File: src/agu_consts.svh
// Width and depth constants shared by the copy engine RTL and testbench
// Include wherever a bus or memory is sized
`ifndef AGU_CONSTS_SVH
`define AGU_CONSTS_SVH

// Word address width; address math wraps at 2**ADDR_W
`define ADDR_W 10

// Loop length counter width
`define LEN_W 4

// Data word width
`define DATA_W 16

// SRAM size in words, matches the full address space
`define MEM_DEPTH 1024

`endif

File: src/mem_pkg.sv
// Types describing the shared SRAM bus
// Used by the arbiter, the bus peers and the testbench
`default_nettype none

package mem_pkg;

  // Request operation
  typedef enum logic {
    OP_READ,
    OP_WRITE
  } mem_op_e;

  // Requester identity that doubles as the round-robin pointer value
  typedef enum logic [1:0] {
    REQ_HOST,
    REQ_RD,
    REQ_WR
  } req_id_e;

endpackage

`default_nettype wire

File: src/mem_arbiter.sv
// Round-robin arbiter putting host, reader and writer on one SRAM port
// Grants one requester per cycle and routes read data back a cycle later
`default_nettype none
`include "agu_consts.svh"

module mem_arbiter (
  input  logic               clk,
  input  logic               rst,
  input  logic               host_req_valid,
  output logic               host_req_ready,
  input  mem_pkg::mem_op_e   host_req_op,
  input  logic [`ADDR_W-1:0] host_req_addr,
  input  logic [`DATA_W-1:0] host_req_wdata,
  output logic               host_rsp_valid,
  output logic [`DATA_W-1:0] host_rsp_data,
  input  logic               rd_req_valid,
  output logic               rd_req_ready,
  input  mem_pkg::mem_op_e   rd_req_op,
  input  logic [`ADDR_W-1:0] rd_req_addr,
  input  logic [`DATA_W-1:0] rd_req_wdata,
  output logic               rd_rsp_valid,
  output logic [`DATA_W-1:0] rd_rsp_data,
  input  logic               wr_req_valid,
  output logic               wr_req_ready,
  input  mem_pkg::mem_op_e   wr_req_op,
  input  logic [`ADDR_W-1:0] wr_req_addr,
  input  logic [`DATA_W-1:0] wr_req_wdata,
  output logic               wr_rsp_valid,
  output logic [`DATA_W-1:0] wr_rsp_data,
  output logic               mem_en,
  output logic               mem_we,
  output logic [`ADDR_W-1:0] mem_addr,
  output logic [`DATA_W-1:0] mem_wdata,
  input  logic [`DATA_W-1:0] mem_rdata
);

  logic [2:0]        vld;       // Indexed by req_id_e
  mem_pkg::req_id_e  last;      // Most recent winner
  mem_pkg::req_id_e  win;
  logic              any;
  mem_pkg::mem_op_e  win_op;
  logic              rsp_pend;  // Read issued last cycle
  mem_pkg::req_id_e  rsp_id;    // Who issued it

  assign vld = {wr_req_valid, rd_req_valid, host_req_valid};

  // Search starts just past the last winner; nearest valid wins
  always_comb begin
    int idx;
    win = mem_pkg::REQ_HOST;
    any = 1'b0;
    for (int i = 3; i >= 1; i--) begin
      idx = (int'(last) + i) % 3;
      if (vld[idx]) begin
        win = mem_pkg::req_id_e'(idx);
        any = 1'b1;
      end
    end
  end

  assign host_req_ready = any && (win == mem_pkg::REQ_HOST);
  assign rd_req_ready   = any && (win == mem_pkg::REQ_RD);
  assign wr_req_ready   = any && (win == mem_pkg::REQ_WR);

  always_comb begin
    case (win)
      mem_pkg::REQ_RD: begin
        win_op    = rd_req_op;
        mem_addr  = rd_req_addr;
        mem_wdata = rd_req_wdata;
      end
      mem_pkg::REQ_WR: begin
        win_op    = wr_req_op;
        mem_addr  = wr_req_addr;
        mem_wdata = wr_req_wdata;
      end
      default: begin
        win_op    = host_req_op;
        mem_addr  = host_req_addr;
        mem_wdata = host_req_wdata;
      end
    endcase
  end

  assign mem_en = any;
  assign mem_we = any && (win_op == mem_pkg::OP_WRITE);

  always_ff @(posedge clk) begin
    if (rst) begin
      last     <= mem_pkg::REQ_WR;  // Host is first in line
      rsp_pend <= 1'b0;
    end else begin
      if (any) last <= win;
      rsp_pend <= mem_en && !mem_we;
    end
  end

  always_ff @(posedge clk) begin
    rsp_id <= win;                  // Only looked at with rsp_pend
  end

  // Data fans out to all and only the owner sees valid
  assign host_rsp_valid = rsp_pend && (rsp_id == mem_pkg::REQ_HOST);
  assign rd_rsp_valid   = rsp_pend && (rsp_id == mem_pkg::REQ_RD);
  assign wr_rsp_valid   = rsp_pend && (rsp_id == mem_pkg::REQ_WR);
  assign host_rsp_data  = mem_rdata;
  assign rd_rsp_data    = mem_rdata;
  assign wr_rsp_data    = mem_rdata;

endmodule

`default_nettype wire

File: config.mk
export PLATFORM = sky130hd
export DESIGN_NAME = mem_arbiter
export DESIGN_NICKNAME = d
export VERILOG_FILES = /design/src/mem_pkg.sv /design/src/mem_arbiter.sv
export VERILOG_INCLUDE_DIRS = /design/src /design/src/src
export SDC_FILE = /design/constraint.sdc
export NUM_CORES = 1
export LEC_CHECK = 0
export ABC_AREA = 1
export BUFFER_PORTS_ARGS = -buffer_cell sky130_fd_sc_hd__clkbuf_2
export CAP_MARGIN = 15
export CORE_AREA = 2 2 71 73
export DETAILED_ROUTE_END_ITERATION = 8
export DIE_AREA = 0 0 73 75
export GPL_TIMING_DRIVEN = 0
export PLACE_DENSITY = 0.76
export RECOVER_POWER = 100
export SLEW_MARGIN = 25
export SYNTH_ARGS = -nofsm -noshare
export SYNTH_HDL_FRONTEND = slang
export SYNTH_SLANG_ARGS = --single-unit
File: constraint.sdc
create_clock -name clk -period 2.6 [get_ports clk]
set_input_delay 0.26 -clock clk [delete_from_list [all_inputs] [get_ports clk]]
set_output_delay 0.26 -clock clk [all_outputs]
set_load 0.005 [all_outputs]
==> key figures <==
Clock network
  – CTS root buf: clkbuf_8
  – Hold-fix buffers, CTS: 0
  – Reg clk slew, reported paths: 30 ps
  – Sink Count: 5
  – H-tree depth: 1
  – CTS tree: yes
  – Num CTS Buffers: 3
  – Max clock buf depth: 2
  – Worst-skew pair later-pin latency: between 200 and 250 ps

Setup path
  – Slowest stage delay, CP: 350 ps
  – Crit path max fanout: 7
  – Flop2flop setup slack: ~400 ps
  – CP arrival: 2380 ps
  – Critical Path Most Common Cell: nand2_2
  – Critical path cell sequence: buf_4 -> ha_2 -> nor3_2 -> nand2_2 -> nand2_2 -> nand2_1 -> nand2_2 -> inv_4 -> ha_4 -> clkinv_8 -> buf_6 -> a21oi_1 -> a21oi_1 -> clkbuf_2
  – Data required, critical path: roughly 2300 ps
  – R2R Path Start: last[0]$_SDFFE_PP0P_
  – WS Path Type: reg -> out
  – Delay-heaviest family, CP: buffers and inverters
  – FF-to-FF path depth: 14
  – Worst Setup Start Kind: register
  – Slowest CP cell: dfxtp_4
  – RR Endpoint: rsp_pend$_SDFF_PP0_
  – CP bufs+invs: 5
  – Critical path capture point type: primary output

Synth
  – Yosys top cell area share: 26.8%
  – Prevailing post-synth register cell: dfxtp_1
  – Count leader, synth: a21oi_1
  – Post-synth ARST share: 0%
  – Area leader, netlist: buf_4
  – Distinct cells, synth: 23
  – Number of synthesized flops with an enable pin: 0
  – Synth top area cells: buf_4 27%, a21oi_1 19%, nand2_1 11%
  – Syn Nets: 347
  – YS warnings: 0
  – Cell count after synthesis: 238
  – Sequential fraction of the synthesis area: 7.31%
  – Mapped Area: 1370 um^2
  – Avg Synthesized Cell Area: 5.76 um^2
  – Most instantiated cells after synthesis: 53 x a21oi_1, 49 x buf_4, 39 x nand2_1
  – Yosys reg bits: 5

Detailed routing
  – Initial DRC Count: 50
  – DR vias/cell: 4.51
  – Antenna Nets Post-Route: 0
  – First-pass iteration count of the detailed router: 4
  – Residual DRC: 0
  – Routed wire length: about 6300 um
  – DR WL/cell: 13.1 um
  – DR vias: around 2,200

Layout
  – Diode count: 0
  – Post-Layout Cell Count: 478
  – Final Instance Area: 2800 um^2
  – Layout cells sized above 1: 65.3%
  – Final nets: approximately 530
  – Area delta synth->final: 104%

Placement
  – Number of port buffers: 167
  – Placed Cells: 459
  – Area after DPL: 2270 um^2
  – HPWL after DPL: 4620 um
  – GPL Wtd Cong: 0.964

STA
  – F_max: 379 MHz
  – Final worst setup slack: -36.1 ps
  – Slew @ Worst Pin: 308 ps
  – Final period util: 101%
  – Final setup fails: 10
  – Fin. Hold Viols: 0
  – Final min period: 2640 ps
  – Hold WS: 225 ps
  – Layout Skew: roughly 2.1 ps
  – Slew HR: 79.3%
  – Slew Viols, Final: 0
  – Unrepaired setup endpoints after global routing: yes

Min path
  – Hold depth: 2
  – Hold wc startpoint: rst
  – Hold Path Class: in -> reg
  – Hold EP: last[0]$_SDFFE_PP0P_

Power and ir drop
  – Worst VDD drop: 0.00136 V
  – Leak Pwr: between 1.5 and 2 nW
  – PwrDens: 2070 nW/um^2

Floorplanning
  – Die Wd: 73 um
  – I/O pin total: 184
  – Core area: approximately 4700 um^2
  – Initial core utilization: 29.4%
  – # rows: 25
  – Die area: roughly 5500 um^2
  – Die Y: 75 um

GRT
  – All-Layer GR Usage: between 10% and 20%
  – Grt total ovfl: 0
  – Initial antenna violation count: 0
  – Vias in the first global route: approximately 1,700
  – Pin count of the biggest net entering global routing: 11
  – First-pass GRT wire length: about 7800 um

Run status
  – Status: complete, but fails checks
  – Violated checks: setup timing

Flow run
  – Max Cap Viol: 0
worst register-to-register path, delay by kind of cell, from the launching register on:
| family | cells | cell delay, ps |
|---|---|---|
| AO/OA/AOI/OAI | 2 | 270 |
| AND/OR/NAND/NOR | 7 | 680 |
| adder cells (fa/ha/maj) | 2 | 540 |
| buffers and inverters | 3 | 290 |
| flip-flops | 1 | 350 |
registers in the layout, summed over array words and instances, names as in the netlist:
| name | flops |
|---|---|
| last | 2 |
| rsp_id | 2 |
| rsp_pend | 1 |
routing by layer:
layer	share of wire (%)	track usage [%]	wire [um]	vias to the layer above
li1	-	-	-	1087
met1	37	20.9	2300	959
met2	55	34.6	3410	106
met3	8.4	4.69	527	4
met4	0.29	2.26	18	0
met5	0	0	0	-
timing repair:
action	4_1_cts	5_1_grt
endpoints found under the setup margin	29	27
resized for setup	36	62
pin swaps	5	13
cloned	1	3
buffers inserted	7	5
logic make-up after synthesis:
| kind of cell | share of synthesized area [%] |
|---|---|
| compound gates | 21.7 |
| fa+ha+maj | 6.39 |
| buf+inv | 35.6 |
| flops | 7.31 |
| simple gates | 29.0 |
how the worst max path moves through the flow:
stage / endpoint / slack, ps / startpoint / depth (start not counted)
floorplan: mem_wdata[10] / 230 / last[0]$_SDFFE_PP0P_ / 15
global placement: mem_wdata[14] / -130 / last[0]$_SDFFE_PP0P_ / 16
detailed placement: mem_wdata[14] / -180 / last[0]$_SDFFE_PP0P_ / 16
CTS: mem_wdata[10] / 20 / last[0]$_SDFFE_PP0P_ / 16
global route: mem_wdata[11] / -140 / last[0]$_SDFFE_PP0P_ / 14
finish: mem_wdata[15] / -40 / last[0]$_SDFFE_PP0P_ / 14
cells in the final DEF, fill, tap and decap left out, drive strengths merged:
master / count
a21oi: 54
buf: 52
clkbuf: 193
clkinv: 1
dfxtp: 5
ha: 7
inv: 17
nand2: 44
nand3: 8
nand3b: 2
nor2: 34
nor3: 2
nor3b: 1
o21ai: 3
o2bb2ai: 1
power by group:
part / internal, W / switching (W)
Sequential: 0.000121 / 0.0000359
Clock: 0.000105 / 0.0000379
Combinational: 0.00276 / 0.00274
Total: 0.00299 / 0.00281
through the flow:
step                power, W  setup TNS, ps  util (%)  worst slack (ps)
floorplan            0.00236              0         -               233
global placement     0.00373          -1580      48.8              -129
detailed placement   0.00379          -2690      48.8              -181
CTS                  0.00478              0      54.3              19.2
global route         0.00633          -3010      60.1              -136
finish               0.00580           -129      60.1             -36.1
layout make-up:
cell class	count	area [um^2]
buffer	58	495
timing repair buffer	183	983
fill	455	1860
clock buffer	4	45.0
tap	54	67.6
inverter	18	90.1
sequential	5	108
multi-input combinational	156	1010
Power figures use the tool's default switching activity.
