<file path="src/agu_consts.svh">
// Width and depth constants shared by the copy engine RTL and testbench
// Include wherever a bus or memory is sized
`ifndef AGU_CONSTS_SVH
`define AGU_CONSTS_SVH

// Word address width; address math wraps at 2**ADDR_W
`define ADDR_W 10

// Loop length counter width
`define LEN_W 4

// Data word width
`define DATA_W 16

// SRAM size in words, matches the full address space
`define MEM_DEPTH 1024

`endif

</file>
<file path="src/agu_pkg.sv">
// Types describing address patterns and copy progress
// Referenced by scoped name from the AGU, the stream peers and the testbench
`default_nettype none

package agu_pkg;

  // Jump applied by one AGU step in outermost-first order
  typedef enum logic [2:0] {
    LVL_J0,  // Outer loop wrap
    LVL_J1,
    LVL_J2,
    LVL_J3,
    LVL_J4   // Innermost loop
  } loop_lvl_e;

  // Reader and writer controller state
  typedef enum logic {
    CP_IDLE,
    CP_RUN
  } copy_state_e;

endpackage

`default_nettype wire

</file>
<file path="src/mem_pkg.sv">
// Types describing the shared SRAM bus
// Used by the arbiter, the bus peers and the testbench
`default_nettype none

package mem_pkg;

  // Request operation
  typedef enum logic {
    OP_READ,
    OP_WRITE
  } mem_op_e;

  // Requester identity that doubles as the round-robin pointer value
  typedef enum logic [1:0] {
    REQ_HOST,
    REQ_RD,
    REQ_WR
  } req_id_e;

endpackage

`default_nettype wire

</file>
<file path="src/agu.sv">
// Nested-loop address generator with four counted loops inside an endless outer loop
// addr is valid every cycle and advances by one jump on each step
`default_nettype none
`include "agu_consts.svh"

module agu (
  input  logic               clk,
  input  logic               rst,
  input  logic               clr,   // Reload lengths, zero the address
  input  logic               step,  // Advance one address
  input  logic [`LEN_W-1:0]  l1,
  input  logic [`LEN_W-1:0]  l2,
  input  logic [`LEN_W-1:0]  l3,
  input  logic [`LEN_W-1:0]  l4,
  input  logic [`ADDR_W-1:0] j0,    // Signed two's complement jumps
  input  logic [`ADDR_W-1:0] j1,
  input  logic [`ADDR_W-1:0] j2,
  input  logic [`ADDR_W-1:0] j3,
  input  logic [`ADDR_W-1:0] j4,
  output logic [`ADDR_W-1:0] addr
);

  logic [`LEN_W-1:0]  i1, i2, i3, i4;  // Loop down-counters
  agu_pkg::loop_lvl_e lvl;             // Level taken by the next step
  logic [`ADDR_W-1:0] jump;

  // Deepest loop still running owns the step
  always_comb begin
    if (i4 != '0) lvl = agu_pkg::LVL_J4;
    else if (i3 != '0) lvl = agu_pkg::LVL_J3;
    else if (i2 != '0) lvl = agu_pkg::LVL_J2;
    else if (i1 != '0) lvl = agu_pkg::LVL_J1;
    else lvl = agu_pkg::LVL_J0;         // All loops done
  end

  always_comb begin
    case (lvl)
      agu_pkg::LVL_J4: jump = j4;
      agu_pkg::LVL_J3: jump = j3;
      agu_pkg::LVL_J2: jump = j2;
      agu_pkg::LVL_J1: jump = j1;
      default:         jump = j0;
    endcase
  end

  always_ff @(posedge clk) begin
    if (rst) begin
      addr <= '0;
      i1   <= '0;                       // Zero counters so first step takes j0
      i2   <= '0;
      i3   <= '0;
      i4   <= '0;
    end else if (clr) begin
      addr <= '0;
      i1   <= l1;
      i2   <= l2;
      i3   <= l3;
      i4   <= l4;
    end else if (step) begin
      addr <= addr + jump;              // Wraps modulo address space
      case (lvl)
        agu_pkg::LVL_J4: i4 <= i4 - 1'b1;
        agu_pkg::LVL_J3: begin
          i3 <= i3 - 1'b1;
          i4 <= l4;                     // Restart inner loop
        end
        agu_pkg::LVL_J2: begin
          i2 <= i2 - 1'b1;
          i3 <= l3;
          i4 <= l4;
        end
        agu_pkg::LVL_J1: begin
          i1 <= i1 - 1'b1;
          i2 <= l2;
          i3 <= l3;
          i4 <= l4;
        end
        default: begin                  // Outer wrap reloads everything
          i1 <= l1;
          i2 <= l2;
          i3 <= l3;
          i4 <= l4;
        end
      endcase
    end
  end

endmodule

`default_nettype wire

</file>
<file path="src/stream_writer.sv">
// Destination side of the copy that takes stream words one at a time
// and writes each at its AGU address; owns busy and done
`default_nettype none
`include "agu_consts.svh"

module stream_writer (
  input  logic               clk,
  input  logic               rst,
  input  logic               start,
  input  logic [`ADDR_W:0]   xfer_count,
  input  logic [`ADDR_W-1:0] base,
  input  logic [`LEN_W-1:0]  l1,
  input  logic [`LEN_W-1:0]  l2,
  input  logic [`LEN_W-1:0]  l3,
  input  logic [`LEN_W-1:0]  l4,
  input  logic [`ADDR_W-1:0] j0,
  input  logic [`ADDR_W-1:0] j1,
  input  logic [`ADDR_W-1:0] j2,
  input  logic [`ADDR_W-1:0] j3,
  input  logic [`ADDR_W-1:0] j4,
  input  logic               s_valid,
  output logic               s_ready,
  input  logic [`DATA_W-1:0] s_data,
  output logic               req_valid,
  input  logic               req_ready,
  output mem_pkg::mem_op_e   req_op,
  output logic [`ADDR_W-1:0] req_addr,
  output logic [`DATA_W-1:0] req_wdata,
  output logic               busy,
  output logic               done
);

  agu_pkg::copy_state_e state;
  logic [`ADDR_W:0]     left;       // Writes still to complete
  logic                 pend;       // Word held for writing
  logic [`DATA_W-1:0]   data_q;
  logic                 agu_clr, wr_fire;
  logic [`ADDR_W-1:0]   agu_addr;

  assign agu_clr   = start && (state == agu_pkg::CP_IDLE);
  assign s_ready   = (state == agu_pkg::CP_RUN) && !pend;
  assign req_valid = pend;
  assign req_op    = mem_pkg::OP_WRITE;
  assign req_addr  = base + agu_addr;
  assign req_wdata = data_q;
  assign wr_fire   = req_valid && req_ready;
  assign busy      = state == agu_pkg::CP_RUN;

  agu u_agu (
    .clk  (clk),
    .rst  (rst),
    .clr  (agu_clr),
    .step (wr_fire),
    .l1   (l1),
    .l2   (l2),
    .l3   (l3),
    .l4   (l4),
    .j0   (j0),
    .j1   (j1),
    .j2   (j2),
    .j3   (j3),
    .j4   (j4),
    .addr (agu_addr)
  );

  always_ff @(posedge clk) begin
    if (rst) begin
      state <= agu_pkg::CP_IDLE;
      left  <= '0;
      pend  <= 1'b0;
      done  <= 1'b0;
    end else begin
      done <= 1'b0;                    // Single-cycle pulse
      if (agu_clr) begin
        left <= xfer_count;
        if (xfer_count == '0) done <= 1'b1;  // Nothing to move
        else state <= agu_pkg::CP_RUN;
      end
      if (s_valid && s_ready) pend <= 1'b1;
      if (wr_fire) begin
        pend <= 1'b0;
        left <= left - 1'b1;
        if (left == 1) begin           // Final word accepted
          state <= agu_pkg::CP_IDLE;
          done  <= 1'b1;
        end
      end
    end
  end

  always_ff @(posedge clk) begin
    if (s_valid && s_ready) data_q <= s_data;
  end

endmodule

`default_nettype wire
</file>
<file path="config.mk">
export PLATFORM = sky130hd
export DESIGN_NAME = stream_writer
export DESIGN_NICKNAME = d
export VERILOG_FILES = /design/src/agu_pkg.sv /design/src/mem_pkg.sv /design/src/agu.sv /design/src/stream_writer.sv
export VERILOG_INCLUDE_DIRS = /design/src /design/src/src
export SDC_FILE = /design/constraint.sdc
export NUM_CORES = 1
export LEC_CHECK = 0
export ABC_AREA = 1
export BUFFER_PORTS_ARGS = -buffer_cell sky130_fd_sc_hd__buf_4
export CORE_MARGIN = 4
export CORE_UTILIZATION = 51
export CTS_CLUSTER_DIAMETER = 100
export DETAILED_ROUTE_END_ITERATION = 8
export MAX_ROUTING_LAYER = met4
export PLACE_DENSITY = 0.82
export SYNTH_ARGS = -nofsm -noshare
export SYNTH_HDL_FRONTEND = slang
export SYNTH_SLANG_ARGS = --single-unit
</file>
<file path="constraint.sdc">
create_clock -name clk -period 3.3 [get_ports clk]
set_clock_uncertainty 0.2 [all_clocks]
set_input_delay 0 -clock clk [delete_from_list [all_inputs] [get_ports clk]]
set_output_delay 0 -clock clk [all_outputs]
set_load 0.05 [all_outputs]
</file>
==> results summary <==
In this run the static leakage power is 2.87 nW. The clock-pin transition on the worst setup and hold timing paths is 110 ps. The cell with the most instances after synthesis is nand2_1. The post-route antenna net violation count came out at 0. The setup total negative slack is 0 ps.

The number of endpoints with negative hold slack in the final report came out at 0. The vias after detailed routing is 4,356. Yosys printed 0 warnings. On the critical path, the stage with the largest delay is an instance of dfxtp_2. The area growth from synthesis to final layout is 50.1%. The final number of max-transition violations is 0. The total number of clock tree sinks came out at 56.

The initial standard-cell utilization of the core came out at 52.8%. The placer congestion estimate came out at 0.951. The largest net degree at the start of global routing is 22. The fraction of the mapped netlist area in simple logic gates came out at 25.8%. The first detailed-routing pass took 4 iterations.

The count of buffers from port buffering is 137. The CTS H-tree depth came out at 2. The utilization of the core after routing is 79.3%. Among the stages of the critical path, the cell type that occurs most often is inv_1. The total power divided by cell area came out at 389 mW/mm2. The leading register cell type out of synthesis is dfxtp_1. The setup-violating endpoint count in the final report came out at 0.

The horizontal die dimension is 94.9 um. The number of synthesized flops with an enable pin is 16. The number of nets in the layout is 858. The remaining design rule violation count came out at 0.

The placeable core region came out at 0.00729 mm2. The number of global-route vias before repair is 4,316. The die height is 94.9 um. The largest fanout on the critical path is 7. The area share of the largest cell type after synthesis came out at 20.8%. The instance count of the mapped netlist came out at 523. Row generation in the floorplan step produced 31 rows. The dominant combinational cell family by area after synthesis is simple AND/OR/NAND/NOR gates. The first global-routing pass estimated 19,400 um of wire. Of all cell types, the one taking the most synthesized area is dfxtp_1.

The synthesized netlist contains 44 unique library cells. The final layout contains routed wiring with a total length of 12,500 um. The DRC marker count from the first detailed-route iteration is 227. The average detailed-routed wire length per instance is 15.2 um. The transition time at the pin with the least slew margin is 660 ps. The peak supply drop is 282 uV. Max-cap violations in this run came to 0.

The run finished with clean final reports. The total power consumption of the routed design is 2.25 mW. The fraction of layout instances using a drive strength above 1 is 27.3%. The number of primary I/O pins is 139. The cell family contributing the most delay on the critical path is compound AO/OA/AOI/OAI gates. The fraction of synthesized cell area in xor and xnor cells came out at 5.00%. STA classifies the critical path startpoint as a register. The class of the most critical setup path is reg -> reg. Yosys attributes the largest share of cell area to dfxtp_1, edfxtp_1, nand2_1. The root buffer cell chosen for the clock tree is clkbuf_8. Counting both buffers and inverters, the worst setup path holds a total of 5.

The clock network latency to the later pin of the worst-skew pair came out at 320 ps. The total global routing overflow came out at 0. The relative max-transition margin came out at 56.0%. Of the available clock period, the critical path in the final layout requires 95.4%. The post-synthesis compound-gate area fraction came out at 16.9%.

Setup repair after global routing could not meet its margin everywhere. The post-synthesis area per instance came out at 7.37 um2. The required time of the critical path is 3320 ps. The mux cell area share after synthesis is 0.779%.

The commonest cells after synthesis are nand2_1, inv_1, nor2_1, a21oi_1, dfxtp_1. In this run, synthesis produced a sequential element count of 56. Sequential cells were found to cover 33.2% of the synthesized design area. The number of buffers on the longest clock path is 2.

The final critical-path required period came out at 3150 ps. The filler cell count came out at 500. The number of antenna repair diodes is 0. The initial antenna violation count is 0. The signal arrival time at the worst endpoint is 3170 ps. The average via count per standard cell came out at 5.29. The synthesized-area fraction occupied by adder cells is 9.16%. Static timing analysis puts the maximum clock frequency at 317 MHz.

The die covers 0.00901 mm2. The share of flip-flops with an asynchronous set or reset is 0%. In this run the cell area of the synthesized design comes to 0.00385 mm2. The detailed placer's ending HPWL is 8420 um. TritonCTS built the clock tree. The synthesized netlist net count is 658. The total global-route track usage is 27.8%.

The min-delay analysis places its worst path in the category in -> reg. The total clock buffers created by CTS came out at 5. The critical path goes through inv_1 -> ha_2 -> nand2_4 -> nor2_8 -> nand2_4 -> nor3_4 -> buf_6 -> clkinvlp_4 -> o22ai_1 -> inv_1 -> ha_1 -> a31oi_1 -> o21ai_1 -> nand2_1 -> nand3_1 -> nand2_1 -> o21ai_0 -> inv_1. The stage delay of the slowest cell on the critical path came out at 350 ps. The capturing element type of the critical path is a register.
==> path summary, 6_finish.rpt <==
path,cells after the start,end,startpoint,slack [ps]
hold reg to reg,2,left[10],left[10],270
setup reg to reg,18,u_agu.addr[7],u_agu.i4[0],150
hold / removal,8,u_agu.addr[9],j4[9],10
setup / recovery,18,u_agu.addr[7],u_agu.i4[0],150
==> worst register-to-register path, cell delays in order, from the launching register on <==
cell and delay [ps]:
dfxtp_2 350, inv_1 80, ha_2 190, nand2_4 90, nor2_8 140, nand2_4 90, nor3_4 170, buf_6 150
clkinvlp_4 140, o22ai_1 180, inv_1 100, ha_1 300, a31oi_1 120, o21ai_1 220, nand2_1 100, nand3_1 80
nand2_1 40, o21ai_0 240, inv_1 70
==> metrics by stage <==
step	std cells	area, um2	setup slack (ps)	hold WS (ps)
CTS	818	5660	54.3	8.64
global route	823	5790	-60.1	101
floorplan	523	3850	364	-101
finish	823	5790	150	12.7
detailed placement	753	4980	80.4	-20.3
global placement	753	4980	123	-21.6
==> sequential cells by signal, summed over array words and instances (netlist names) <==
| name | count |
|---|---|
| req_wdata | 16 |
| left | 11 |
| busy | 1 |
| u_agu.i1 | 4 |
| req_valid | 1 |
| u_agu.addr | 10 |
| u_agu.i2 | 4 |
| u_agu.i4 | 4 |
| done | 1 |
| u_agu.i3 | 4 |
==> final cells by class <==
class,count,area [um2],share of cell area [%]
clock buffer,6,72.6,1.25
tap,99,124,2.14
clock inverter,2,38.8,0.670
inverter,79,299,5.17
multi-input combinational,379,2310,39.9
timing repair inverter,1,7.51,0.130
timing repair buffer,201,1660,28.6
sequential,56,1280,22.2
==> what timing repair did <==
| action | CTS | global route |
|---|---|---|
| hold buffers | 57 | 0 |
| gates resized for setup | 0 | 24 |
| setup buffers | 0 | 4 |
| hold endpoints to repair | 49 | 0 |
| endpoints found under the setup margin | 0 | 6 |
==> placed cells by master (no fill, tap or decap), types with 6 or more instances in the layout <==
cell,instances
buf_4,143
nand2_1,93
inv_1,71
dlygate4sd3_1,57
nor2_1,51
dfxtp_1,39
a21oi_1,38
o21ai_0,29
nand3_1,24
ha_1,21
edfxtp_1,16
nand4_1,14
xor2_1,14
xnor2_1,8
inv_2,7
o22ai_1,7
a31oi_1,7
nor2_2,6
nor3_1,6
o211ai_1,6
==> layer usage <==
metal  up-vias  part of all wire (%)  track usage (%)
li1       2164                     -                -
met1      2007                    41             31.8
met2       162                    51             50.0
met3        23                   5.8             5.02
met4         0                   1.7             7.09
met5         -                     0                -
==> cells by family (layout without fill, tap and decap cells) <==
family          count (synthesis)  count (layout)
compound gates                112             112
flops                          56              56
other cells                     1               1
simple gates                  214             214
buf+inv                        88             289
fa+ha+maj                      27              27
xor+xnor                       22              22
mux                             3               3
==> power breakdown <==
part,switching [mW],internal (mW),total [mW]
Sequential,0.0397,0.753,0.792
Clock,0.238,0.230,0.468
Combinational,0.570,0.418,0.988
Total,0.847,1.40,2.25
No activity file was read; power rests on OpenSTA's default activity.
