File: config.mk
export PLATFORM = sky130hd
export DESIGN_NAME = stream_reader
export DESIGN_NICKNAME = d
export VERILOG_FILES = /design/src/agu_pkg.sv /design/src/mem_pkg.sv /design/src/agu.sv /design/src/stream_reader.sv
export VERILOG_INCLUDE_DIRS = /design/src /design/src/src
export SDC_FILE = /design/constraint.sdc
export NUM_CORES = 1
export LEC_CHECK = 0
export BUFFER_PORTS_ARGS = -buffer_cell sky130_fd_sc_hd__buf_2
export CORE_MARGIN = 2
export CORE_UTILIZATION = 30
export DETAILED_ROUTE_END_ITERATION = 8
export HOLD_SLACK_MARGIN = 0.03
export PLACE_DENSITY = 0.57
export SLEW_MARGIN = 20
export SYNTH_ARGS = -nofsm -noshare
export SYNTH_HDL_FRONTEND = slang
export SYNTH_SLANG_ARGS = --single-unit
File: constraint.sdc
create_clock -name clk -period 5.17 [get_ports clk]
set_clock_uncertainty 0.05 [all_clocks]
set_input_delay 0.517 -clock clk [delete_from_list [all_inputs] [get_ports clk]]
set_output_delay 0.517 -clock clk [all_outputs]
set_load 0.01 [all_outputs]
File: src/agu_consts.svh
// Width and depth constants shared by the copy engine RTL and testbench
// Include wherever a bus or memory is sized
`ifndef AGU_CONSTS_SVH
`define AGU_CONSTS_SVH

// Word address width; address math wraps at 2**ADDR_W
`define ADDR_W 10

// Loop length counter width
`define LEN_W 4

// Data word width
`define DATA_W 16

// SRAM size in words, matches the full address space
`define MEM_DEPTH 1024

`endif

File: src/agu_pkg.sv
// Types describing address patterns and copy progress
// Referenced by scoped name from the AGU, the stream peers and the testbench
`default_nettype none

package agu_pkg;

  // Jump applied by one AGU step in outermost-first order
  typedef enum logic [2:0] {
    LVL_J0,  // Outer loop wrap
    LVL_J1,
    LVL_J2,
    LVL_J3,
    LVL_J4   // Innermost loop
  } loop_lvl_e;

  // Reader and writer controller state
  typedef enum logic {
    CP_IDLE,
    CP_RUN
  } copy_state_e;

endpackage

`default_nettype wire

File: src/mem_pkg.sv
// Types describing the shared SRAM bus
// Used by the arbiter, the bus peers and the testbench
`default_nettype none

package mem_pkg;

  // Request operation
  typedef enum logic {
    OP_READ,
    OP_WRITE
  } mem_op_e;

  // Requester identity that doubles as the round-robin pointer value
  typedef enum logic [1:0] {
    REQ_HOST,
    REQ_RD,
    REQ_WR
  } req_id_e;

endpackage

`default_nettype wire

File: src/agu.sv
// Nested-loop address generator with four counted loops inside an endless outer loop
// addr is valid every cycle and advances by one jump on each step
`default_nettype none
`include "agu_consts.svh"

module agu (
  input  logic               clk,
  input  logic               rst,
  input  logic               clr,   // Reload lengths, zero the address
  input  logic               step,  // Advance one address
  input  logic [`LEN_W-1:0]  l1,
  input  logic [`LEN_W-1:0]  l2,
  input  logic [`LEN_W-1:0]  l3,
  input  logic [`LEN_W-1:0]  l4,
  input  logic [`ADDR_W-1:0] j0,    // Signed two's complement jumps
  input  logic [`ADDR_W-1:0] j1,
  input  logic [`ADDR_W-1:0] j2,
  input  logic [`ADDR_W-1:0] j3,
  input  logic [`ADDR_W-1:0] j4,
  output logic [`ADDR_W-1:0] addr
);

  logic [`LEN_W-1:0]  i1, i2, i3, i4;  // Loop down-counters
  agu_pkg::loop_lvl_e lvl;             // Level taken by the next step
  logic [`ADDR_W-1:0] jump;

  // Deepest loop still running owns the step
  always_comb begin
    if (i4 != '0) lvl = agu_pkg::LVL_J4;
    else if (i3 != '0) lvl = agu_pkg::LVL_J3;
    else if (i2 != '0) lvl = agu_pkg::LVL_J2;
    else if (i1 != '0) lvl = agu_pkg::LVL_J1;
    else lvl = agu_pkg::LVL_J0;         // All loops done
  end

  always_comb begin
    case (lvl)
      agu_pkg::LVL_J4: jump = j4;
      agu_pkg::LVL_J3: jump = j3;
      agu_pkg::LVL_J2: jump = j2;
      agu_pkg::LVL_J1: jump = j1;
      default:         jump = j0;
    endcase
  end

  always_ff @(posedge clk) begin
    if (rst) begin
      addr <= '0;
      i1   <= '0;                       // Zero counters so first step takes j0
      i2   <= '0;
      i3   <= '0;
      i4   <= '0;
    end else if (clr) begin
      addr <= '0;
      i1   <= l1;
      i2   <= l2;
      i3   <= l3;
      i4   <= l4;
    end else if (step) begin
      addr <= addr + jump;              // Wraps modulo address space
      case (lvl)
        agu_pkg::LVL_J4: i4 <= i4 - 1'b1;
        agu_pkg::LVL_J3: begin
          i3 <= i3 - 1'b1;
          i4 <= l4;                     // Restart inner loop
        end
        agu_pkg::LVL_J2: begin
          i2 <= i2 - 1'b1;
          i3 <= l3;
          i4 <= l4;
        end
        agu_pkg::LVL_J1: begin
          i1 <= i1 - 1'b1;
          i2 <= l2;
          i3 <= l3;
          i4 <= l4;
        end
        default: begin                  // Outer wrap reloads everything
          i1 <= l1;
          i2 <= l2;
          i3 <= l3;
          i4 <= l4;
        end
      endcase
    end
  end

endmodule

`default_nettype wire

File: src/stream_reader.sv
// Source side of the copy that reads words along its AGU pattern
// and hands them on as a valid/ready stream through a two-entry buffer
`default_nettype none
`include "agu_consts.svh"

module stream_reader (
  input  logic               clk,
  input  logic               rst,
  input  logic               start,
  input  logic [`ADDR_W:0]   xfer_count,  // Words to move
  input  logic [`ADDR_W-1:0] base,
  input  logic [`LEN_W-1:0]  l1,
  input  logic [`LEN_W-1:0]  l2,
  input  logic [`LEN_W-1:0]  l3,
  input  logic [`LEN_W-1:0]  l4,
  input  logic [`ADDR_W-1:0] j0,
  input  logic [`ADDR_W-1:0] j1,
  input  logic [`ADDR_W-1:0] j2,
  input  logic [`ADDR_W-1:0] j3,
  input  logic [`ADDR_W-1:0] j4,
  output logic               req_valid,
  input  logic               req_ready,
  output mem_pkg::mem_op_e   req_op,
  output logic [`ADDR_W-1:0] req_addr,
  input  logic               rsp_valid,
  input  logic [`DATA_W-1:0] rsp_data,
  output logic               s_valid,
  input  logic               s_ready,
  output logic [`DATA_W-1:0] s_data
);

  agu_pkg::copy_state_e state;
  logic [`ADDR_W:0]     left;          // Reads still to issue
  logic [1:0]           occ;           // In flight plus buffered
  logic [1:0]           buf_cnt;       // Buffered only
  logic [`DATA_W-1:0]   buf_q [2];
  logic                 wp, rp;
  logic                 rd_fire, pop, agu_clr;
  logic [`ADDR_W-1:0]   agu_addr;

  assign agu_clr   = start && (state == agu_pkg::CP_IDLE);
  assign req_valid = (state == agu_pkg::CP_RUN) && (left != '0) && (occ != 2'd2);
  assign req_op    = mem_pkg::OP_READ;
  assign req_addr  = base + agu_addr;  // Wraps at MEM_DEPTH
  assign rd_fire   = req_valid && req_ready;
  assign s_valid   = buf_cnt != '0;
  assign s_data    = buf_q[rp];
  assign pop       = s_valid && s_ready;

  agu u_agu (
    .clk  (clk),
    .rst  (rst),
    .clr  (agu_clr),
    .step (rd_fire),
    .l1   (l1),
    .l2   (l2),
    .l3   (l3),
    .l4   (l4),
    .j0   (j0),
    .j1   (j1),
    .j2   (j2),
    .j3   (j3),
    .j4   (j4),
    .addr (agu_addr)
  );

  always_ff @(posedge clk) begin
    if (rst) begin
      state   <= agu_pkg::CP_IDLE;
      left    <= '0;
      occ     <= '0;
      buf_cnt <= '0;
      wp      <= 1'b0;
      rp      <= 1'b0;
    end else begin
      if (agu_clr) begin
        state <= agu_pkg::CP_RUN;
        left  <= xfer_count;
      end else if (state == agu_pkg::CP_RUN && left == '0 && occ == '0) begin
        state <= agu_pkg::CP_IDLE;     // All words handed on
      end
      if (rd_fire) left <= left - 1'b1;
      occ     <= occ + {1'b0, rd_fire} - {1'b0, pop};
      buf_cnt <= buf_cnt + {1'b0, rsp_valid} - {1'b0, pop};
      if (rsp_valid) wp <= ~wp;
      if (pop) rp <= ~rp;
    end
  end

  always_ff @(posedge clk) begin
    if (rsp_valid) buf_q[wp] <= rsp_data;  // Slot reserved at issue
  end

endmodule

`default_nettype wire

==> flow_results.org, run 1 <==
** Outcome
- Status :: finished, final reports clean

** Placement
- The HPWL after detailed placement is around 9000 µm.
- Routability congestion estimate :: 0.9040
- # port buffers :: roughly 140
- DP Area :: 5383 µm²

** Timing
- Count of final max-slew check failures :: 0
- In this run the tightest slew margin relative to its limit is 44.25%.
- Timing-limited maximum frequency :: ~230 MHz
- At the pin with the least slew margin, the transition time is around 0.84 ns.
- Final Setup Violations :: 0
- Hold is met by slightly above 0.3 ns.
- RSZ-0062 raised after global routing :: no
- In the final timing run, aggregate negative setup slack is 0 ns.
- The final critical path takes up a little over four fifths of the cycle.
- Min Clock Period, post-route :: between 4 and 5 ns
- Total count of hold-check failures in the final report :: 0

** Global routing
- After global routing the overflow that remains totals 0.
- Pin count of the biggest net entering global routing :: 38
- The initial antenna violation count is 0.
- In the global route stage, overall resource usage came out at 15.11%.
- The number of global-route vias before repair came to 4081.
- Global-route wire length before repair :: roughly 20000 µm

** Floorplanning
- 138 I/O pins were placed.
- Width of the die :: 127.0 µm
- Cell Rows :: 44
- Once the floorplan was initialized, standard cells occupied 31.02% of the core.
- Placeable core area :: 14640 µm²
- The die is 127.0 µm tall.
- The floorplan step defined a die boundary enclosing approximately 16000 µm².

** Synth
- Ys flop type :: sky130_fd_sc_hd__dfxtp_1
- In the synthesized netlist the async set-or-reset flop fraction comes to 0%.
- Counting every net in the synthesized netlist gives 624.
- The biggest area contributor in the post-synthesis netlist is sky130_fd_sc_hd__edfxtp_1.
- Most numerous cell in the Yosys netlist :: sky130_fd_sc_hd__nor2_1
- In this run the mean area of a mapped cell was 9.365 µm².
- Top cells by instance count after synthesis :: 52 x sky130_fd_sc_hd__nor2_1, 50 x sky130_fd_sc_hd__nand2_1, 45 x sky130_fd_sc_hd__dfxtp_1
- Fraction of the yosys area taken by sequential cells :: 40.99%
- The synthesized design contains 77 register bits.
- Cell count after synthesis :: 485
- By area the synthesized netlist is led by sky130_fd_sc_hd__edfxtp_1 21%, sky130_fd_sc_hd__dfxtp_1 20%, sky130_fd_sc_hd__ha_1 7.7%.
- Yosys synthesis warning count :: 0
- Yosys mapped the design onto a little over 60 distinct sky130hd cell types.
- Share of the synthesized area in the top cell type :: 21.16%
- Counting flops with a built-in enable in the synthesized netlist gives 32.
- Cell area after technology mapping :: 4542 µm²

** CTS
- CTS hold repair buffers :: 0
- The root buffer cell chosen for the clock tree is sky130_fd_sc_hd__clkbuf_16.
- Clock-pin slew was measured on the worst setup and hold paths at 0.07 ns.
- Number of post-CTS setup repair buffers :: 0
- Cts bufs inserted :: 9
- CTS H-tree depth :: 3
- Once the clock tree was built, the resizer swapped 0 gates to a different size.
- Count of clock tree sinks :: 77
- At the later pin of the worst-skew pair, clock insertion delay measures 0.34 ns.
- TritonCTS built the clock tree.
- The clock passes through at most 2 buffers.

** Setup path
- The largest single stage delay on the critical path is approximately 0.54 ns.
- Buf/Inv on CP :: 1
- Type of origin of the critical path :: flop
- Top cell family by delay on the critical path :: simple AND/OR/NAND/NOR gates
- Slowest stage cell, crit path :: sky130_fd_sc_hd__nor2_1
- Crit path capture type :: flop
- The critical path is of the reg2reg type.
- The critical path goes through inv_1 -> ha_1 -> nor3b_4 -> nand2_1 -> nor2_1 -> a222oi_1 -> a31oi_1 -> ha_1 -> a211oi_1 -> o211ai_1 -> a41oi_1 -> and3b_1 -> or4_1 -> a21oi_1.
- Largest fanout on the critical path :: 9
- For the worst setup path, the data arrival time is 4.54 ns.
- Most common cell on crit path :: sky130_fd_sc_hd__ha_1
- For the worst setup path, the data required time is 5.39 ns.

** Route
- The routed layout has 4152 vias.
- The first detailed-routing pass ran for 5 iterations.
- In the final routed layout, each cell accounts on average for ~15 µm.
- Summed over all layers, the routed wires come to 12130 µm.
- Via-to-Cell Ratio :: roughly 5.2
- After detailed routing, the number of remaining DRC violations is 0.
- Remaining number of nets flagged by the antenna check after routing :: 0
- Drt initial violations :: between 200 and 300

** Power
- Combinational logic is responsible for 37.2% of the overall power.
- Flop pwr share :: between 30% and 40%
- Total power divided by cell area :: 387.7 nW/µm²
- Switching fraction of total power :: 35.94%
- The worst-case IR drop observed on VDD is 0.1623 mV.
- Leakage :: 2.376 nW
- Of the total power, the clock network draws 27.7%.
- For this design the total switching power over the nets is 0.7908 mW.
- The internal portion of the total power is 1.409 mW.

** Finish
- Fin nets :: 755
- Synth-to-layout area growth :: 24.93%
- Diodes inserted :: 0
- With fillers left out, the area of the finished cells amounts to 5674 µm².
- The post-route netlist has a little under a third of its cells at a drive strength greater than 1.

** Job
- Number of maximum-capacitance violations :: 0

** Hold path
- The worst hold path belongs to the class in2reg.
[layout by cell type (no fill, tap or decap), types with 4 or more instances in the layout]
cell and instances:
sky130_fd_sc_hd__a21oi_1 34, sky130_fd_sc_hd__buf_4 5, sky130_fd_sc_hd__inv_1 23, sky130_fd_sc_hd__or3_1 6, sky130_fd_sc_hd__o211ai_1 9, sky130_fd_sc_hd__o21ai_0 20
sky130_fd_sc_hd__mux2_2 17, sky130_fd_sc_hd__nand2b_1 4, sky130_fd_sc_hd__ha_1 28, sky130_fd_sc_hd__xnor2_1 15, sky130_fd_sc_hd__xor2_1 5, sky130_fd_sc_hd__nand3_1 6
sky130_fd_sc_hd__nor3_1 12, sky130_fd_sc_hd__clkbuf_16 9, sky130_fd_sc_hd__a21o_1 8, sky130_fd_sc_hd__or2_2 4, sky130_fd_sc_hd__nand2_1 50, sky130_fd_sc_hd__a222oi_1 9
sky130_fd_sc_hd__a211oi_1 10, sky130_fd_sc_hd__a31oi_1 15, sky130_fd_sc_hd__nor2_1 52, sky130_fd_sc_hd__edfxtp_1 32, sky130_fd_sc_hd__nor2b_1 6, sky130_fd_sc_hd__buf_2 136
sky130_fd_sc_hd__dfxtp_1 45
[through the flow]
| stage | setup slack [ns] | power (mW) | std cells | utilization, % |
|---|---|---|---|---|
| floorplan | 1.364 | 1.376 | 485 | - |
| global placement | 1.141 | 1.577 | 789 | 36.76 |
| detailed placement | 0.8807 | 1.603 | 789 | 36.76 |
| CTS | 0.8422 | 2.227 | 805 | 38.75 |
| global route | 0.5697 | 2.359 | 805 | 38.75 |
| finish | 0.8502 | 2.200 | 805 | 38.75 |
[final timing paths]
check / from / slack (ns) / endpoint / depth (start not counted)
max: u_agu.i4[0] / 0.85 / u_agu.addr[9] / 14
max reg2reg: u_agu.i4[0] / 0.85 / u_agu.addr[9] / 14
min reg2reg: u_agu.addr[3] / 0.44 / u_agu.addr[3] / 2
min: rsp_data[8] / 0.31 / buf_q[1][8] / 1
[layer usage]
layer | vias to the layer above | track usage, % | share of wire (%)
met5 | - | 0 | 0
met4 | 0 | 2.973 | 0.87
met3 | 8 | 4.564 | 6.4
met2 | 141 | 24.73 | 45
met1 | 1958 | 19.92 | 47
li1 | 2045 | - | -
[logic make-up (layout without fill, tap and decap cells)]
logic type | count (synthesis) | in the layout | synth area share, %
DFF | 77 | 77 | 40.99
and+or+nand+nor | 166 | 166 | 18.79
muxes | 18 | 18 | 4.435
xor gates and xnor gates | 20 | 20 | 3.857
buffers and inverters | 45 | 181 | 4.352
adders and majority gates | 30 | 30 | 8.595
other | 1 | 1 | 0.08257
AOI/OAI and AO/OA | 128 | 128 | 18.90
[power by group through the flow]
stage	logic [mW]	clock network, mW	registers, mW
2_1_floorplan	0.620	0	0.756
3_3_place_gp	0.796	0	0.781
3_5_place_dp	0.817	0	0.785
4_1_cts	0.823	0.631	0.773
5_1_grt	0.917	0.657	0.785
6_report	0.818	0.610	0.772
[area by class of cell]
class	instances	area [µm²]
inverters	24	90.09
clock inverters	7	66.31
well taps	184	230.2
multi-input cells	363	2482
clock buffers	9	225.2
flip-flops and latches	77	1862
fillers	1461	8970
repair buffers	141	718.2
[registers in the layout (all words and copies together) (netlist names), named ones only]
signal and cells:
buf_cnt 2, buf_q 32, left 11, occ 2, rp 1, state 1
u_agu.addr 10, u_agu.i1 4, u_agu.i2 4, u_agu.i3 4, u_agu.i4 4, wp 1
Note: power is estimated with default switching activity, not from simulation.
==> run 2: changes to the inputs <==
--- a/config.mk
+++ b/config.mk
@@ -11,7 +11,7 @@
 export CORE_UTILIZATION = 30
 export DETAILED_ROUTE_END_ITERATION = 8
 export HOLD_SLACK_MARGIN = 0.03
-export PLACE_DENSITY = 0.57
+export PLACE_DENSITY = 0.59
 export SLEW_MARGIN = 20
 export SYNTH_ARGS = -nofsm -noshare
 export SYNTH_HDL_FRONTEND = slang
==> constraint.sdc (replaced) <==
create_clock -name clk -period 3.6 [get_ports clk]
set_clock_uncertainty 0.05 [all_clocks]
set_input_delay 0.36 -clock clk [delete_from_list [all_inputs] [get_ports clk]]
set_output_delay 0.36 -clock clk [all_outputs]
set_load 0.01 [all_outputs]
==> run 2 against run 1 <==
  * Non-clock buffer count increased by 25
  * Sequential cell count unchanged
  * Clock-buffer cell count unchanged
  * Global-route usage increased by 0.13 points
  * Routed wire length increased by 2.2%
  * Cell count increased by 3.1%
  * Die area unchanged
  * Sequential power increased by 44%
  * Fmax increased by 25%
  * Critical path type unchanged
==> flow_results.org, run 2 (same netlist as run 1, synthesis figures left out) <==
** Outcome
- Status :: finished, final reports clean

** Setup path
- Type of origin of the critical path :: flop
- Worst EP required :: 3.82 ns (-1.57 ns)
- Grouping stages by cell kind, the critical path spends the most delay in compound AO/OA/AOI/OAI gates.
- Crit path DAT :: 3.66 ns (-0.88 ns)
- The largest fanout of any net on the critical path is 7 (-2).
- The worst setup path is captured at a flop.
- Critical-path cell list :: inv_2 -> ha_2 -> or3b_4 -> buf_6 -> a222oi_1 -> a31oi_4 -> ha_4 -> a211oi_4 -> o211ai_1 -> a41oi_2 -> and3b_1 -> or4_1 -> a21oi_1
- Type of the worst setup path :: reg2reg
- The longest individual stage delay on the worst path is 0.46 ns (-0.08 ns).
- Buf/Inv on CP :: 2 (+1)
- Slowest stage cell, crit path :: sky130_fd_sc_hd__or4_1

** Timing
- Min Clock Period, post-route :: 3.444 ns (-0.8755 ns)
- The final setup violation count came to 0 (unchanged).
- Total count of hold-check failures in the final report :: 0 (unchanged)
- Final Cycle Share :: 95.67% (+12 points)
- The slew at the pin closest to its max-slew limit was 0.8301 ns (-0.006132 ns).
- TNS Setup :: 0 ns (unchanged)
- Count of final max-slew check failures :: 0 (unchanged)
- The top achievable clock speed was 290.3 MHz (+25%).
- Worst slew margin relative to its limit :: 44.66% (+0.41 points)

** Floorplanning
- Height of the chip :: 127.0 µm (unchanged)
- The number of placed I/O pins was 138 (unchanged).
- Placeable core area :: 14640 µm² (unchanged)
- The chip width was 127.0 µm (unchanged).
- The row count is 44 (unchanged).
- Effective utilization at floorplan :: 31.02% (unchanged)
- Die Outline Area :: 16140 µm² (unchanged)

** Route
- Vias after detailed routing :: 4206 (+1.3%)
- The count of unresolved DRC violations after routing was 0 (unchanged).
- DR WL/cell :: 14.93 µm (-0.88%)
- Drt initial violations :: 243 (-19%)
- The via-per-instance ratio was 5.067 (-1.8%).
- Total detailed-routing wirelength :: 12390 µm (+2.2%)
- The post-route antenna net violation count was 0 (unchanged).
- The number of iterations in the first detailed-routing pass is 6 (+1).

** Power
- Power consumption :: 3.398 mW (+54%)
- The leakage power of the design is 2.515 nW (+5.9%).
- The total power density per cell area was 567.2 nW/µm² (+46%).
- VDD IR-drop max :: 0.3079 mV (+90%)

** CTS
- Clock latency of the later-clocked register in the worst-skew pair :: 0.34 ns (about the same)
- Clk root buf :: sky130_fd_sc_hd__clkbuf_16
- The clock-pin slew reported for the worst setup and hold paths after clock tree synthesis came to 0.07 ns (about the same).
- The post-cts hold buffer count came to 0 (unchanged).
- The number of buffers inserted during clock tree synthesis came to 9 (unchanged).
- The number of sinks driven by the clock tree came to 77 (unchanged).
- CTS H-tree depth :: 3 (unchanged)
- The largest buffer count on any clock path is 2 (unchanged).
- TritonCTS built the clock tree.

** Job
- Number of maximum-capacitance violations :: 0 (unchanged)

** Hold path
- Min-Delay Path Class :: in2reg

** Global routing
- The initial antenna violation count is 0 (unchanged).
- The sum of overflow across all layers after global routing was 0 (unchanged).
- Via count of the first global-routing pass :: 4094 (+0.32%)
- The global-route total usage across every layer was 15.24% (+0.13 points).
- The global-route wire length before repair is 19580 µm (about the same).
- Pin count of the biggest net entering global routing :: 38 (unchanged)

** Finish
- Leaving out fill and tap cells, the most frequent cells in the layout are 136 x sky130_fd_sc_hd__buf_2, 51 x sky130_fd_sc_hd__nor2_1, 49 x sky130_fd_sc_hd__nand2_1.
- The fraction of layout cells with a size suffix above 1 came to 36.84% (+5.9 points).
- Synth-to-layout area growth :: 31.90%
- Most common cell after layout, fill and taps aside :: sky130_fd_sc_hd__buf_2
- Register with the most flip-flops :: buf_q
- The largest registers in the layout are buf_q (32), left (11), u_agu.addr (10).
- The number of diodes is 0 (unchanged).
- The final layout net count is 780 (+3.3%).
- Largest register FFs :: 32 (unchanged)

** Placement
- Total half-perimeter wirelength after legalization and detailed placement :: 9592 µm (+3.8%)
- # port buffers :: 136 (unchanged)
- Routability congestion estimate :: 0.9173 (+1.5%)
[run 2: power by group]
group	leakage (nW)	switching [mW]	internal, mW
Clock	0.140	0.404	0.484
Sequential	0.672	0.0943	1.02
Combinational	1.70	0.716	0.683
[run 2: final timing paths]
path | from | to | slack, ns | depth (start not counted)
hold reg to reg | u_agu.addr[0] | u_agu.addr[0] | 0.44 | 2
hold / removal | rsp_data[10] | buf_q[0][10] | 0.15 | 1
setup / recovery | u_agu.i4[0] | u_agu.addr[9] | 0.16 | 13
setup reg to reg | u_agu.i4[0] | u_agu.addr[9] | 0.16 | 13
[run 2: per-stage QoR]
step | util (%) | hold WS [ns] | instances | cell area, µm² | worst slack (ns)
3_5_place_dp | 37.92 | 0.4338 | 809 | 5553 | -0.1432
2_1_floorplan | - | 0.4029 | 485 | 4576 | 0.02280
5_1_grt | 40.91 | 0.1419 | 830 | 5991 | -0.009498
3_3_place_gp | 37.92 | 0.4237 | 809 | 5553 | -0.01744
4_1_cts | 40.00 | 0.1354 | 826 | 5858 | 0.004459
6_report | 40.91 | 0.1517 | 830 | 5991 | 0.1557
[run 2: per-layer routing]
layer	vias up	wire length (µm)	global-route usage, %
met2	126	5640	24.79
met4	0	306	6.852
li1	2097	-	-
met3	22	633	3.266
met5	-	0	0
met1	1961	5813	19.50
[run 2: repair_timing]
item,4_1_cts,5_1_grt
setup endpoints to repair,2,3
cloned,0,0
pin swaps,3,14
buffers inserted,1,4
resized for setup,3,27
[run 2: final cells by class]
type                    count  area, µm²
clock buffers               9      225.2
multi-input cells         363       2603
flip-flops and latches     77       1868
fillers                  1469       8653
repair buffers            166      909.6
inverters                  24      90.09
clock inverters             7      65.06
well taps                 184      230.2
==> run 3: changes to the inputs <==
--- a/config.mk
+++ b/config.mk
@@ -6,12 +6,13 @@
 export SDC_FILE = /design/constraint.sdc
 export NUM_CORES = 1
 export LEC_CHECK = 0
-export BUFFER_PORTS_ARGS = -buffer_cell sky130_fd_sc_hd__buf_2
+export BUFFER_PORTS_ARGS = -buffer_cell sky130_fd_sc_hd__clkbuf_2
 export CORE_MARGIN = 2
-export CORE_UTILIZATION = 30
+export CORE_UTILIZATION = 47
 export DETAILED_ROUTE_END_ITERATION = 8
 export HOLD_SLACK_MARGIN = 0.03
-export PLACE_DENSITY = 0.59
+export PLACE_DENSITY = 0.83
+export REMOVE_ABC_BUFFERS = 1
 export SLEW_MARGIN = 20
 export SYNTH_ARGS = -nofsm -noshare
 export SYNTH_HDL_FRONTEND = slang
==> run 3 against run 2 <==
  * Sequential share of layout area is 0.37 points higher
  * Total power is 4.5% lower
  * Clock-buffer cell count stayed put
  * Setup slack worse by 0.10 ns
  * First-iteration DRC count is 10% higher
  * Hold slack worse by 0.0069 ns
  * Register-to-register slack worse by 0.10 ns
  * Routed wire length is 3.9% lower
  * Cell count is 5.5% lower
  * Clock power is 22% lower
  * Cell area is 1.1% lower
==> flow_results.org, run 3 (same netlist as run 1, synthesis figures left out) <==
** Finish
- Fraction of final layout cells sized beyond drive strength 1 :: 38.78% (+1.9 points)
- Leaving out fill and tap cells, the most frequent cell in the layout is sky130_fd_sc_hd__clkbuf_2.
- The final instance area was 5924 µm² (-1.1%).
- Registers with the highest flip-flop counts :: buf_q (32), left (11), u_agu.addr (10)
- Final standard cell count with taps included and fillers excluded :: 784 (-5.5%)
- Largest register FFs :: 32 (unchanged)
- Number of fill cells in the layout :: 788 (-46%)
- Synth-to-layout area growth :: 30.44%
- Diodes inserted :: 0 (unchanged)
- Register with the most flip-flops :: buf_q
- Commonest non-fill, non-tap cells in the layout :: 136 x sky130_fd_sc_hd__clkbuf_2, 50 x sky130_fd_sc_hd__nor2_1, 50 x sky130_fd_sc_hd__nand2_1
- Fin nets :: 789 (+1.2%)

** Floorplanning
- Width of the die :: 102.3 µm (-19%)
- Cell Rows :: 35 (-20%)
- Height of the chip :: 102.3 µm (-19%)
- Placeable core area :: 9328 µm² (-36%)
- Die Outline Area :: 10470 µm² (-35%)
- The number of placed I/O pins was 138 (unchanged).
- The starting utilization of the core area was 48.69% (+18 points).

** CTS
- Cts bufs inserted :: 9 (unchanged)
- The largest buffer count on any clock path came to 2 (unchanged).
- Clock latency of the later-clocked register in the worst-skew pair :: 0.35 ns (about the same)
- The cell sitting at the root of the clock tree is a sky130_fd_sc_hd__clkbuf_8.
- CTS clk-pin slew, worst paths :: 0.09 ns (+0.02 ns)
- TritonCTS built the clock tree.
- The number of sinks driven by the clock tree was 77 (unchanged).
- The count of H-tree levels built during CTS is 3 (unchanged).

** Timing
- The final setup violation count came to 0 (unchanged).
- Count of final max-slew check failures :: 0 (unchanged)
- The post-layout minimum cycle time came to 3.544 ns (+0.09990 ns).
- RSZ-0062 raised after global routing :: yes
- Total count of hold-check failures in the final report :: 0 (unchanged)
- The post-route fraction of the period consumed by the critical path is 98.45% (+2.8 points).
- Timing-limited maximum frequency :: 282.2 MHz (-2.8%)
- Worst slew margin relative to its limit :: 48.04% (+3.4 points)
- The slew at the pin closest to its max-slew limit was 0.7778 ns (-0.05226 ns).
- TNS Setup :: 0 ns (unchanged)

** Setup path
- Type of origin of the critical path :: flop
- The data arrival time of the worst path was 3.77 ns (+0.11 ns).
- Largest fanout on the critical path :: 8 (+1)
- STA classifies the critical path endpoint as a flop.
- The data required time of the critical path came to 3.82 ns (about the same).
- The worst setup path is of the reg2reg kind.

** Global routing
- Pin count of the biggest net entering global routing :: 38 (unchanged)
- The global-route total usage across every layer was 22.42% (+7.2 points).
- Antenna violations before repair :: 0 (unchanged)
- Global-route wire length before repair :: 18460 µm (-5.7%)
- GRT overflow :: 0 (unchanged)
- Via count of the first global-routing pass :: 4085 (-0.22%)

** Power
- The leakage power of the design is 2.558 nW (+1.7%).
- Power consumption :: 3.244 mW (-4.5%)
- The total power density per cell area came to 547.5 nW/µm² (-3.5%).
- The worst ir drop on vdd came to 0.2683 mV (-13%).

** Route
- The via count came to 4289 (+2.0%).
- DR WL/cell :: 15.19 µm (+1.7%)
- The number of DRC markers in iteration 0 was 268 (+10%).
- Total detailed-routing wirelength :: 11910 µm (-3.9%)
- The count of unresolved DRC violations after routing came to 0 (unchanged).
- Via-to-Cell Ratio :: 5.471 (+8.0%)
- The number of iterations in the first detailed-routing pass was 6 (unchanged).
- The post-route antenna net violation count is 0 (unchanged).

** Placement
- Total half-perimeter wirelength after legalization and detailed placement :: 8812 µm (-8.1%)
- The global placement routability congestion is 1.061 (+16%).
- The cell area after placement came to 5456 µm² (-1.7%).
- Cell Count Post-Placement :: 753 (-6.9%)
- The number of buffers inserted by port buffering came to 136 (unchanged).

** Hold path
- Min-Delay Path Class :: in2reg

** Outcome
- Status :: finished, final reports clean

** Job
- The max capacitance violation total was 0 (unchanged).
==> run 3: changes by cell type in the layout (fill, tap and decap cells not counted), sizes merged <==
| cell | change |
|---|---|
| inv | -1 |
| clkbuf | +136 |
| buf | -127 |
| bufinv | +1 |
==> run 3: power breakdown <==
group / internal (mW) / switching [mW]
Combinational: 0.700 / 0.742
Sequential: 1.02 / 0.0917
Clock: 0.339 / 0.356
Total: 2.05 / 1.19
==> run 3: cell type report <==
class,instances,area (µm²),share of cell area (%)
multi-input cells,363,2604,43.95
flip-flops and latches,77,1869,31.55
repair buffers,175,982.2,16.58
well taps,129,161.4,2.724
clock buffers,9,123.9,2.091
clock inverters,7,93.84,1.584
inverters,24,90.09,1.521
==> run 3: worst max-delay path: stages, from the launching register on <==
cell	delay (ns)
sky130_fd_sc_hd__dfxtp_2	0.36
sky130_fd_sc_hd__inv_2	0.06
sky130_fd_sc_hd__ha_4	0.16
sky130_fd_sc_hd__nor3b_4	0.17
sky130_fd_sc_hd__nand2_1	0.14
sky130_fd_sc_hd__nor2_2	0.07
sky130_fd_sc_hd__buf_4	0.17
sky130_fd_sc_hd__a222oi_1	0.49
sky130_fd_sc_hd__a31oi_2	0.15
sky130_fd_sc_hd__ha_2	0.24
sky130_fd_sc_hd__fa_2	0.34
sky130_fd_sc_hd__a21o_1	0.19
sky130_fd_sc_hd__a21oi_2	0.15
sky130_fd_sc_hd__o211ai_1	0.16
sky130_fd_sc_hd__a21o_1	0.21
sky130_fd_sc_hd__a211o_1	0.29
sky130_fd_sc_hd__o211ai_1	0.08
==> run 3: what timing repair did <==
item / CTS / global route
gates resized for setup: 9 / 32
setup buffers: 5 / 9
hold buffers: 0 / 0
endpoints found under the setup margin: 2 / 3
gates cloned: 0 / 1
pin swaps: 5 / 16
==> run 3: routing by layer <==
layer | routed length, µm | up-vias | GRT usage, %
met5 | 0 | - | 0
met4 | 282 | 0 | 9.128
met3 | 509 | 24 | 4.309
met2 | 6109 | 152 | 39.68
met1 | 5004 | 2004 | 26.70
li1 | - | 2109 | -
==> run 3: final timing paths <==
| kind | startpoint | end | slack (ns) | depth (start not counted) |
|---|---|---|---|---|
| hold reg to reg | u_agu.addr[7] | u_agu.addr[7] | 0.44 | 2 |
| setup reg to reg | u_agu.i3[1] | u_agu.addr[8] | 0.06 | 16 |
| hold / removal | rsp_data[4] | buf_q[0][4] | 0.14 | 1 |
| setup / recovery | u_agu.i3[1] | u_agu.addr[8] | 0.06 | 16 |
==> run 3: per-stage QoR <==
step | hold WS (ns) | setup slack [ns] | utilization [%]
global placement | 0.4234 | 0.03165 | 58.50
floorplan | 0.3791 | -0.4120 | -
detailed placement | 0.4317 | -0.1311 | 58.50
finish | 0.1448 | 0.05580 | 63.51
global route | 0.1172 | -0.09092 | 63.51
CTS | 0.1366 | 0.003353 | 61.61
